`config.mk`:
```
export PLATFORM = sky130hd
export DESIGN_NAME = iotdf
export DESIGN_NICKNAME = d
export VERILOG_FILES = /design/src/iotdf_pkg.sv /design/src/iotdf.sv /design/src/iotdf_ctrl.sv /design/src/extreme_tracker.sv /design/src/crc3_engine.sv /design/src/block_collector.sv
export VERILOG_INCLUDE_DIRS = /design/src /design/src/src
export SDC_FILE = /design/constraint.sdc
export NUM_CORES = 2
export LEC_CHECK = 0
export BUFFER_PORTS_ARGS = -buffer_cell sky130_fd_sc_hd__buf_2
export CELL_PAD_IN_SITES_DETAIL_PLACEMENT = 1
export CELL_PAD_IN_SITES_GLOBAL_PLACEMENT = 1
export CORE_ASPECT_RATIO = 1.4
export CORE_UTILIZATION = 30
export CTS_CLUSTER_DIAMETER = 30
export DETAILED_ROUTE_END_ITERATION = 8
export PLACE_DENSITY_LB_ADDON = 0.3
export SYNTH_ARGS = -nofsm -noshare
export SYNTH_HDL_FRONTEND = slang
export SYNTH_HIERARCHICAL = 1
export SYNTH_SLANG_ARGS = --single-unit
```
`constraint.sdc`:
```
create_clock -name clk -period 5 [get_ports clk]
set_input_delay 0.5 -clock clk [delete_from_list [all_inputs] [get_ports clk]]
set_output_delay 0.5 -clock clk [all_outputs]
set_load 0.02 [all_outputs]
```
`src/iotdf_defs.svh`:
```
`ifndef IOTDF_DEFS_SVH
`define IOTDF_DEFS_SVH

// ----------------------------------------
// stream and block geometry
// ----------------------------------------
`define IOT_BYTE_W       8    // one input beat
`define IOT_BLOCK_BYTES  16   // beats per block
`define IOT_BLOCK_W      128  // beats x byte width

// blocks per round for top2max / last2min
`define IOT_ROUND_BLOCKS 8

// ----------------------------------------
// crc
// ----------------------------------------
`define IOT_CRC_W        3
`define IOT_CRC_POLY     4'b1101  // x^3 + x^2 + 1

`endif
```
`src/iotdf_pkg.sv`:
```
`default_nettype none

`include "iotdf_defs.svh"

package iotdf_pkg;

	// function code on fn_sel
	typedef enum logic [2:0] {
		fn_crc_gen  = 3'd3,
		fn_top2max  = 3'd4,
		fn_last2min = 3'd5
	} fn_sel_e;

	typedef logic [`IOT_BLOCK_W-1:0] block_t;

	// one accepted input beat
	typedef struct packed {
		logic [`IOT_BYTE_W-1:0] data;
		logic [$clog2(`IOT_BLOCK_BYTES)-1:0] idx;  // lane in the block
		logic strb;                                // in_en and not busy
	} byte_strb_t;

	// one finished block
	typedef struct packed {
		block_t data;
		logic last;  // eighth block of a round
		logic strb;  // single cycle
	} block_done_t;

	typedef struct packed {
		logic valid;
		block_t data;
	} result_t;

endpackage

`default_nettype wire

```
`src/iotdf.sv`:
```
`timescale 1ns/1ps
`default_nettype none

`include "iotdf_defs.svh"

module iotdf
	import iotdf_pkg::*;
(
	input  logic clk,
	input  logic rst,
	input  logic in_en,
	input  logic [`IOT_BYTE_W-1:0] iot_in,
	input  logic [2:0] fn_sel,
	output logic busy,
	output logic valid,
	output block_t iot_out
);

	byte_strb_t byte_s;     // accepted beats
	block_done_t block_s;   // finished blocks
	result_t crc_res;
	result_t ext_res;
	fn_sel_e fn_cur;
	logic stall;

	block_collector i_collector (
		.clk       (clk),
		.rst       (rst),
		.in_en     (in_en),
		.iot_in    (iot_in),
		.busy      (busy),
		.byte_out  (byte_s),
		.block_out (block_s)
	);

	crc3_engine i_crc (
		.clk      (clk),
		.rst      (rst),
		.fn_sel   (fn_cur),
		.block_in (block_s),
		.crc_res  (crc_res)
	);

	extreme_tracker i_ext (
		.clk      (clk),
		.rst      (rst),
		.fn_sel   (fn_cur),
		.byte_in  (byte_s),
		.block_in (block_s),
		.ext_res  (ext_res),
		.stall    (stall)
	);

	iotdf_ctrl i_ctrl (
		.clk     (clk),
		.rst     (rst),
		.fn_sel  (fn_sel),
		.stall   (stall),
		.crc_res (crc_res),
		.ext_res (ext_res),
		.fn_cur  (fn_cur),
		.busy    (busy),
		.valid   (valid),
		.iot_out (iot_out)
	);

endmodule

`default_nettype wire

```
`src/iotdf_ctrl.sv`:
```
`timescale 1ns/1ps
`default_nettype none

module iotdf_ctrl
	import iotdf_pkg::*;
(
	input  logic clk,
	input  logic rst,
	input  logic [2:0] fn_sel,
	input  logic stall,
	input  result_t crc_res,
	input  result_t ext_res,
	output fn_sel_e fn_cur,
	output logic busy,
	output logic valid,
	output block_t iot_out
);

	logic [2:0] fn_q;
	logic busy_q;
	logic crc_act;
	logic ext_act;
	result_t sel_res;

	// ----------------------------------------
	// function register
	// ----------------------------------------
	// follows fn_sel on every edge, settled once rst drops
	always_ff @(posedge clk) begin
		fn_q <= fn_sel;
	end

	assign fn_cur = fn_sel_e'(fn_q);
	assign crc_act = fn_cur == fn_crc_gen;
	assign ext_act = (fn_cur == fn_top2max) || (fn_cur == fn_last2min);

	// busy high through reset, then one cycle behind stall
	always_ff @(posedge clk or posedge rst) begin
		if (rst)
			busy_q <= 1'b1;
		else
			busy_q <= stall;
	end

	// result select
	always_comb begin
		sel_res = '0;               // unused codes give nothing
		if (crc_act)
			sel_res = crc_res;
		else if (ext_act)
			sel_res = ext_res;
	end

	assign busy = busy_q;
	assign valid = sel_res.valid;
	assign iot_out = sel_res.data;

	// engines decode fn_cur on their own
	a_crc_sel: assert property (@(posedge clk) disable iff (rst)
		crc_res.valid |-> crc_act);
	a_ext_sel: assert property (@(posedge clk) disable iff (rst)
		ext_res.valid |-> ext_act);

endmodule

`default_nettype wire

```
`src/extreme_tracker.sv`:
```
`timescale 1ns/1ps
`default_nettype none

`include "iotdf_defs.svh"

module extreme_tracker
	import iotdf_pkg::*;
(
	input  logic clk,
	input  logic rst,
	input  fn_sel_e fn_sel,
	input  byte_strb_t byte_in,
	input  block_done_t block_in,
	output result_t ext_res,
	output logic stall
);

	localparam logic [1:0] PH_IDLE   = 2'd0;
	localparam logic [1:0] PH_FIRST  = 2'd1;  // showing first entry
	localparam logic [1:0] PH_SECOND = 2'd2;  // showing second entry
	localparam logic [1:0] PH_INIT   = 2'd3;  // entries not yet set after reset

	logic own;                 // top2max or last2min active
	logic is_min;
	logic round_end;           // eighth block completes this cycle
	logic reinit;
	logic [1:0] phase;
	block_t init_val;
	block_t e0;                // largest / smallest
	block_t e1;                // runner up
	block_t e0_nxt;
	block_t e1_nxt;
	block_t r0;                // compare references
	block_t r1;
	logic [`IOT_BYTE_W-1:0] lane0;
	logic [`IOT_BYTE_W-1:0] lane1;
	logic gt0;                 // block above e0 so far
	logic gt1;                 // block above e1 so far
	logic gt0_nxt;
	logic gt1_nxt;
	logic beats0;              // block displaces e0
	logic ins;                 // block enters the pair

	assign own = (fn_sel == fn_top2max) || (fn_sel == fn_last2min);
	assign is_min = fn_sel == fn_last2min;
	assign init_val = is_min ? '1 : '0;
	assign round_end = block_in.strb && block_in.last && own;
	assign reinit = (phase == PH_SECOND) || (phase == PH_INIT);

	// max keeps strictly greater, min keeps less or equal
	assign beats0 = is_min ? !gt0 : gt0;
	assign ins = is_min ? !gt1 : gt1;

	// ----------------------------------------
	// sorted entry pair
	// ----------------------------------------
	always_comb begin
		e0_nxt = e0;
		e1_nxt = e1;
		if (reinit) begin
			e0_nxt = init_val;
			e1_nxt = init_val;
		end else if (block_in.strb && own && ins) begin
			if (beats0) begin
				e0_nxt = block_in.data;
				e1_nxt = e0;        // old leader moves down
			end else begin
				e1_nxt = block_in.data;
			end
		end
	end

	always_ff @(posedge clk) begin
		e0 <= e0_nxt;
		e1 <= e1_nxt;
	end

	// ----------------------------------------
	// byte serial compare
	// ----------------------------------------
	// beat after a round end belongs to the fresh round
	assign r0 = round_end ? init_val : e0_nxt;
	assign r1 = round_end ? init_val : e1_nxt;
	assign lane0 = r0[{byte_in.idx, 3'b000} +: `IOT_BYTE_W];
	assign lane1 = r1[{byte_in.idx, 3'b000} +: `IOT_BYTE_W];

	always_comb begin
		gt0_nxt = byte_in.data > lane0;
		gt1_nxt = byte_in.data > lane1;
		if (byte_in.idx != '0) begin  // lane 0 starts clean
			if (byte_in.data == lane0)
				gt0_nxt = gt0;          // tie keeps lower lanes' verdict
			if (byte_in.data == lane1)
				gt1_nxt = gt1;
		end
	end

	always_ff @(posedge clk or posedge rst) begin
		if (rst) begin
			gt0 <= 1'b0;
			gt1 <= 1'b0;
		end else if (byte_in.strb) begin
			gt0 <= gt0_nxt;
			gt1 <= gt1_nxt;
		end
	end

	// two output cycles then reinit
	always_ff @(posedge clk or posedge rst) begin
		if (rst) begin
			phase <= PH_INIT;
		end else begin
			case (phase)
				PH_IDLE:
					if (round_end)
						phase <= PH_FIRST;
				PH_FIRST:
					phase <= PH_SECOND;
				default:
					phase <= PH_IDLE;  // second or init
			endcase
		end
	end

	assign stall = round_end || (phase == PH_FIRST);
	assign ext_res.valid = (phase == PH_FIRST) || (phase == PH_SECOND);
	assign ext_res.data = (phase == PH_FIRST) ? e0 : e1;

	// pair stays sorted in the active direction
	a_order: assert property (@(posedge clk) disable iff (rst)
		(own && phase != PH_INIT) |-> (is_min ? (e0 <= e1) : (e0 >= e1)));

endmodule

`default_nettype wire

```
`src/crc3_engine.sv`:
```
`timescale 1ns/1ps
`default_nettype none

`include "iotdf_defs.svh"

module crc3_engine
	import iotdf_pkg::*;
(
	input  logic clk,
	input  logic rst,
	input  fn_sel_e fn_sel,
	input  block_done_t block_in,
	output result_t crc_res
);

	localparam int DVD_W = `IOT_BLOCK_W + `IOT_CRC_W;  // block times x^3
	localparam int WIN_W = `IOT_BYTE_W + `IOT_CRC_W;   // 11 bit window
	localparam int STEPS = `IOT_BLOCK_BYTES;           // 11 + 15 x 8 = 131
	localparam int CNT_W = $clog2(STEPS);

	logic cap;                  // block taken into the wait slot
	logic load;                 // wait slot into the divider
	logic pend_full;
	block_t pend;
	logic [DVD_W-1:0] dvd;      // working dividend
	logic run;
	logic [CNT_W-1:0] step_cnt;
	logic fin;                  // remainder sits in dvd top bits
	logic res_vld;
	logic [`IOT_CRC_W-1:0] rem_q;

	// remainder of one window, msb first
	function automatic logic [`IOT_CRC_W-1:0] win_rem(input logic [WIN_W-1:0] win);
		logic [WIN_W-1:0] v;
		v = win;
		for (int i = WIN_W - 1; i >= `IOT_CRC_W; i--) begin
			if (v[i])
				v[i -: (`IOT_CRC_W + 1)] = v[i -: (`IOT_CRC_W + 1)] ^ `IOT_CRC_POLY;
		end
		return v[`IOT_CRC_W-1:0];
	endfunction

	// reduce top window and move 8 fresh bits up
	function automatic logic [DVD_W-1:0] div_step(input logic [DVD_W-1:0] d);
		return {win_rem(d[DVD_W-1 -: WIN_W]), d[DVD_W-WIN_W-1:0], {`IOT_BYTE_W{1'b0}}};
	endfunction

	assign cap = block_in.strb && (fn_sel == fn_crc_gen);
	assign load = pend_full && !run;

	always_ff @(posedge clk or posedge rst) begin
		if (rst) begin
			pend_full <= 1'b0;
			run <= 1'b0;
			step_cnt <= '0;
			fin <= 1'b0;
			res_vld <= 1'b0;
		end else begin
			pend_full <= cap || (pend_full && run);  // waits while dividing
			fin <= 1'b0;
			res_vld <= fin;                           // single valid cycle
			if (load) begin
				run <= 1'b1;
				step_cnt <= '0;
			end else if (run) begin
				step_cnt <= step_cnt + 1'b1;
				if (step_cnt == CNT_W'(STEPS - 2)) begin  // first step done on load
					run <= 1'b0;
					fin <= 1'b1;
				end
			end
		end
	end

	// ----------------------------------------
	// divider data path
	// ----------------------------------------
	always_ff @(posedge clk) begin
		if (cap)
			pend <= block_in.data;
		if (load)
			dvd <= div_step({pend, {`IOT_CRC_W{1'b0}}});
		else if (run)
			dvd <= div_step(dvd);
		if (fin)
			rem_q <= dvd[DVD_W-1 -: `IOT_CRC_W];
	end

	assign crc_res.valid = res_vld;
	assign crc_res.data = block_t'(rem_q);  // zero extended

	// blocks sixteen beats apart never find the slot occupied
	a_no_overrun: assert property (@(posedge clk) disable iff (rst)
		cap |-> !pend_full);

endmodule

`default_nettype wire

```
`src/block_collector.sv`:
```
`timescale 1ns/1ps
`default_nettype none

`include "iotdf_defs.svh"

module block_collector
	import iotdf_pkg::*;
(
	input  logic clk,
	input  logic rst,
	input  logic in_en,
	input  logic [`IOT_BYTE_W-1:0] iot_in,
	input  logic busy,
	output byte_strb_t byte_out,
	output block_done_t block_out
);

	localparam int IDX_W = $clog2(`IOT_BLOCK_BYTES);
	localparam int BLK_W = $clog2(`IOT_ROUND_BLOCKS);

	logic accept;             // beat taken this edge
	logic blk_end;            // sixteenth beat this edge
	logic round_last;         // current block closes the round
	logic [IDX_W-1:0] byte_cnt;
	logic [BLK_W-1:0] blk_cnt;
	block_t asm_q;            // assembly register
	logic done_q;
	logic last_q;

	assign accept = in_en && !busy;
	assign blk_end = accept && (byte_cnt == IDX_W'(`IOT_BLOCK_BYTES - 1));
	assign round_last = blk_cnt == BLK_W'(`IOT_ROUND_BLOCKS - 1);

	// ----------------------------------------
	// beat stream to the comparators
	// ----------------------------------------
	assign byte_out.data = iot_in;
	assign byte_out.idx = byte_cnt;
	assign byte_out.strb = accept;

	// byte and block-in-round counters
	always_ff @(posedge clk or posedge rst) begin
		if (rst) begin
			byte_cnt <= '0;
			blk_cnt <= '0;
		end else if (accept) begin
			byte_cnt <= blk_end ? '0 : byte_cnt + 1'b1;
			if (blk_end)
				blk_cnt <= round_last ? '0 : blk_cnt + 1'b1;  // new round
		end
	end

	// completion pulse one cycle after the last beat
	always_ff @(posedge clk or posedge rst) begin
		if (rst) begin
			done_q <= 1'b0;
			last_q <= 1'b0;
		end else begin
			done_q <= blk_end;
			last_q <= blk_end && round_last;
		end
	end

	// first beat lands in bits 7..0
	always_ff @(posedge clk) begin
		if (accept)
			asm_q[{byte_cnt, 3'b000} +: `IOT_BYTE_W] <= iot_in;
	end

	assign block_out.data = asm_q;  // complete while done_q is high
	assign block_out.last = last_q;
	assign block_out.strb = done_q;

	// stall only arrives while a round is starting
	a_cnt_hold: assert property (@(posedge clk) disable iff (rst)
		busy |-> (blk_cnt == '0) && (byte_cnt <= IDX_W'(1)));

endmodule

`default_nettype wire

```
# Word-level counts from Yosys, hierarchy flattened
# Cells that the tools add are included.
# totals
ff_bits,660
output_inout_bits,130
# classes
n_addsub,4
magnitude_cmp,2
eq_ne,14
n_shift,4
n_mux,70
bitwise_logic,16
n_reduce_logical,25
# ops
op,n
128-bit 2-to-1 mux,10
131-bit 2-to-1 mux,2
129-bit 2-to-1 mux,2
128-bit by 8-bit indexed part select with 8-bit output,2
128-bit bitwise mux,1
"8-bit by 9-bit variable shift with 128-bit output, first input constant",1
8-bit by 9-bit indexed part select with 128-bit output,1
3-bit 2-to-1 mux,38
2-bit NOT,16
8-bit equality test,2
8-bit greater-than comparator,2
1-bit 2-to-1 mux,12
4-bit 2-to-1 mux,3
1-bit logical AND,10
"3-bit equality test, second input constant",3
7-bit negator with 9-bit output,1
"4-bit by 1-bit adder with 4-bit output, second input constant",2
"4-bit equality test, second input constant",2
2-bit AND reduction,3
1-bit logical OR,5
"2-bit equality test, second input constant",2
1-bit zero test,4
"2-bit inequality test, second input constant",2
2-bit one-hot mux with 2 select lines,1
other kinds (8),8

# Logic depth before layout (Yosys ltp)
# logic_depth
depth_word,32
mapped_depth,20
mapped_depth_nobuf,16

# Cells and area by module
# The synthesis kept the hierarchy.
# by_module_without_submodules
module,instances,cells_each,area_per_inst_um2,seq_area_each_um2
extreme_tracker,1,1975,15667.5,5227.5
crc3_engine,1,563,10488.8,7737.4
block_collector,1,405,5689.2,4068.9
iotdf_ctrl,1,320,2158.3,86.3

# Least setup slack after synthesis
# Ideal clock, no wire load.
# synth_timing
path_kind,register to register
start,register i_ctrl.fn_q[0] (netlist: i_ctrl/fn_cur[0])
end,"register i_crc.pend[0], enable pin"
t_arrival_ns,3.511
t_required_ns,4.495
setup_slack_ns,0.984
stages_incl_launch_ff,2
cell_sequence,dfxtp_1 and4b_1
# synth_between
elab_chain_len,2
# synth_rtl
item,line,source
from (decl),iotdf_ctrl.sv:19,logic [2:0] fn_q;
from (signal assigned),iotdf_ctrl.sv:30,fn_q <= fn_sel;
3-bit by 2-bit equality test with 1-bit output,crc3_engine.sv:48,assign cap = block_in.strb && (fn_sel == fn_crc_gen);
1-bit logical AND,crc3_engine.sv:48,
net i_crc.cap,crc3_engine.sv:21,logic cap;
to (signal assigned),crc3_engine.sv:80,pend <= block_in.data;
to (decl),crc3_engine.sv:24,block_t pend;
# The timed path passes the listed nets, and every way through them passes these cells.
# A chain may end at the register's enable or synchronous reset.

# Worst setup path after layout
# layout_timing
start,register i_ext.gt0
end,register i_ext.gt0
# layout_between
elab_chain_len,10
# layout_rtl
item,line,source
from (decl),extreme_tracker.sv:37,logic gt0;
from (signal assigned),extreme_tracker.sv:103,gt0 <= gt0_nxt;
1-bit zero test,extreme_tracker.sv:51,assign beats0 = is_min ? !gt0 : gt0;
1-bit 2-to-1 mux (*),extreme_tracker.sv:51,
128-bit 2-to-1 mux (*),extreme_tracker.sv:64,if (beats0) begin
128-bit 2-to-1 mux (*),extreme_tracker.sv:63,end else if (block_in.strb && own && ins) begin
128-bit 2-to-1 mux (*),extreme_tracker.sv:60,if (reinit) begin
128-bit 2-to-1 mux (*),extreme_tracker.sv:82,assign r0 = round_end ? init_val : e0_nxt;
128-bit by 8-bit indexed part select with 8-bit output (*),extreme_tracker.sv:84,"assign lane0 = r0[{byte_in.idx, 3'b000} +: `IOT_BYTE_W];"
8-bit greater-than comparator / 8-bit equality test (equally long branches),"extreme_tracker.sv:88, extreme_tracker.sv:91",
1-bit 2-to-1 mux / 2-bit inequality test (equally long branches),-,
1-bit 2-to-1 mux / 2-bit AND reduction (equally long branches),-,
# Mark *: on every way between the ends. The rest lies on a longest branch, timed or not. The select of a mux whose other input is x is not followed.

==> impl_metrics.yaml <==
status:
  status: "finished clean"
detailed_routing:
  via_count: 28800
  detailedRoute.firstIterationViolations: 2930
  route.detailed.vias_per_inst: 5.70
  firstDrtPassIters: 7
  finalWirelength_mm: 164
  route.detailed.drc: 0
  ant_nets: 0
  detailed_route_wire_length_per_cell_um: 32.4
timing:
  fmax_ghz: 0.212
  min_period_over_period_pct: 94.3
  slew_violations: 0
  rsz0062_at_grt: "false"
  setup-tns-final_ns: 0
  actual_transition_at_the_worst_max_transition_pin_ns: 1.39
  final.min_clock_period_ns: 4.72
  skew_ns: 0.0261
  fin_ws_ns: 0.283
  relSlewSlack_pct: 6.85
  setup_violations: 0
  hold_violations: 0
  whs_ns: 0.0405
final_layout:
  final_core_utilization_pct: 37.3
  n_fill_cell: 12300
  multi_input_comb_area_mm2: 0.0150
  ff_latch_area_mm2: 0.0171
  drive_above_1_share_pct: 24.4
  design_area_mm2: 0.0417
  nets: 3482
  finish.cell_count_without_fillers: 5054
  synthToLayoutAreaGrowth_pct: 22.8
critical_path:
  setup.worst_path.start_class: "register"
  reg2reg_from: "i_ext/gt0"
  worst-r2r-setup-slack_ns: 0.28
  r2r.worst_path.cells: 13
  worst-setup-path-type: "register to register"
  end_kind: "register"
  worst-endpoint-required_ns: 5.66
  worstPathArrival_ns: 5.38
  worstPathMaxFanout: 26
  worst_r2r_endpoint: "i_ext/gt0"
placed_design:
  placed_cells: 4752
  total_placed_instance_area_mm2: 0.0364
  dp_hpwl_mm: 117
  placement.io_buffers: 143
  pre_cts_setup_slack_ns: 0.442
  gp_congestion: 1.02
yosys:
  count_of_flip_flops_with_a_built_in_enable_after_synthesis: 379
  synthSimpleGateAreaFrac_pct: 12.6
  synth_seq_area_share_pct: 50.3
  post_synth_main_area_contributors: "edfxtp_1 (33%), dfxtp_1 (15%), mux2_2 (8.0%)"
  netlist_top_cells_count: "nand2_1 (415), edfxtp_1 (379), dfxtp_1 (259)"
  yosys.area_share.adder_pct: 1.07
  synthDominantCellAreaShare_pct: 33.5
  yosys_most_used_dff: "edfxtp_1"
  muxShareOfSynthArea_pct: 11.6
  mappedNetlistArea_mm2: 0.0340
  syn-instance-count: 3263
  fraction_of_the_mapped_netlist_area_in_compound_gates_pct: 16.2
  synth_seq_cells: 660
  dominant_combinational_cell_family_by_area_after_synthesis: "compound AO/OA/AOI/OAI gates"
  post_synth_xor_area_fraction_pct: 1.01
  post_synth_num_cell_types: 91
  async_flop_share_pct: 3.33
  post-synth-top-area-cell: "edfxtp_1"
  post_synth.cell_area_avg_um2: 10.4
  dominant_cell_by_count_in_the_synthesized_netlist: "nand2_1"
  synth_warnings: 6
floorplan:
  die-height_um: 400
  chipWidth_um: 287
  initial_utilization_pct: 30.4
  die-area_mm2: 0.115
  core_mm2: 0.112
  boundaryPins: 144
  fp-row-count: 145
flow_run:
  maxCapViolations: 0
pwr:
  vdd_drop_max_uv: 250
  cellLeakagePower_nw: 15.3
  powerDensity_mw_per_mm2: 571
  design_power_total_mw: 23.8
grt:
  first_global_vias: 28700
  antenna_found_initial: 13
  first_pass_grt_wire_length_mm: 226
  grt_overflow_total: 0
  grt_start_max_net_pins: 130
  grt_use_total_pct: 28.0
worst_hold_path:
  timing.hold.worst_path_depth: 1
  hold-path-endpoint: "i_ctrl/fn_cur[1]"
  min_path_type: "input pin to register"
  hold_path.startpoint: "fn_sel[1]"
clock_tree:
  cts.reportedPaths.clkPinSlew_ns: 0.04
  cts.sinks: 660
  cts.path.max_buffers: 3
  cts_made_buffers: 153
  cts-root-buf: "clkbuf_16"
  tritoncts: "built"
  clock_latency_ns: 0.74
  cts_hold_buf: 2
  cts_repair_resize_count: 0
  cts_htree_levels: 4
  post_cts_buffers: 0
-- worst max path at each step --
stage | from | to | slack [ns]
after global placement | i_ext/gt0 | i_ext/gt0 | 0.38
after floorplan | i_ctrl/fn_cur[0] | i_crc/pend[0] | 0.98
after CTS | i_ext/gt0 | i_ext/gt0 | 0.35
after detailed placement | i_ext/phase[0] | i_ext/gt1 | 0.44
final | i_ext/gt0 | i_ext/gt0 | 0.28
after global routing | i_ext/gt0 | i_ext/gt0 | 0.15
-- layout make-up --
| type | instances | share of cell area (%) |
|---|---|---|
| clock buffer | 192 | 10.1 |
| multi-input combinational | 2278 | 35.9 |
| timing repair buffer | 315 | 5.48 |
| clock inverter | 94 | 2.69 |
| antenna | 14 | 0.0839 |
| sequential | 660 | 41.1 |
| inverter | 31 | 0.291 |
| tap | 1470 | 4.41 |
-- flip-flops by register name, indices dropped and copies added, names as in the netlist --
register,cells
i_ctrl/fn_cur,3
i_collector/blk_cnt,3
i_ext/e1,128
i_crc/step_cnt,4
i_ext/gt1,1
i_collector/asm_q,128
i_crc/dvd,120
i_ext/e0,128
i_crc/pend_full,1
i_collector/byte_cnt,4
i_crc/pend,128
i_crc/res_vld,1
i_crc/rem_q,3
i_ctrl/busy,1
i_collector/done_q,1
i_collector/last_q,1
i_ext/phase,2
i_ext/gt0,1
i_crc/run,1
i_crc/fin,1
-- routing by layer --
| layer | vias up | share of wire [%] | global-route usage (%) |
|---|---|---|---|
| met5 | - | 0.0055 | 0 |
| met4 | 2 | 7.2 | 19.2 |
| met3 | 378 | 5.9 | 4.18 |
| met2 | 1339 | 47 | 45.1 |
| met1 | 14700 | 40 | 34.2 |
| li1 | 12300 | - | - |
-- report_power, final --
| group | switching (mW) | internal (mW) | total [mW] |
|---|---|---|---|
| logic | 4.51 | 2.05 | 6.56 |
| clock network | 3.46 | 6.78 | 10.2 |
| registers | 0.554 | 6.47 | 7.02 |
| total | 8.53 | 15.3 | 23.8 |
-- critical path: stages, from the launching register on --
cell,delay [ns]
dfrtp_1,0.48
and3b_1,0.29
o21ai_4,0.46
buf_4,0.50
buf_4,0.30
nand2_1,0.09
and3_1,0.22
a2111oi_0,0.94
o32ai_1,0.20
ha_1,0.35
nand4_1,0.12
or2_2,0.33
o21ai_0,0.19
a32o_1,0.16
-- cell families (layout without fill, tap and decap cells) --
kind of cell	count (synthesis)	after routing
simple gates	928	928
compound gates	813	813
flops	660	660
buf+inv	449	632
mux	355	355
fa+ha+maj	29	29
xor+xnor	28	28
other cells	1	139
-- layout by cell type, fill, tap and decap left out, types with 17 or more instances in the layout --
master / n
and2_1: 69
clkbuf_16: 157
dfxtp_1: 256
nand2_1: 414
o21ai_0: 158
nand3_1: 176
ha_1: 28
nor2_1: 96
mux2_2: 241
buf_2: 143
buf_4: 148
clkinvlp_4: 20
a22oi_1: 26
inv_1: 28
buf_12: 22
a31oi_1: 150
a221oi_1: 19
conb_1: 125
clkbuf_1: 21
o211ai_1: 18
clkinv_2: 17
edfxtp_1: 379
and3_1: 21
a21oi_1: 138
mux2i_1: 108
o2bb2ai_1: 129
nor3_1: 71
o22ai_1: 28
(Power assumes the default switching activity.)
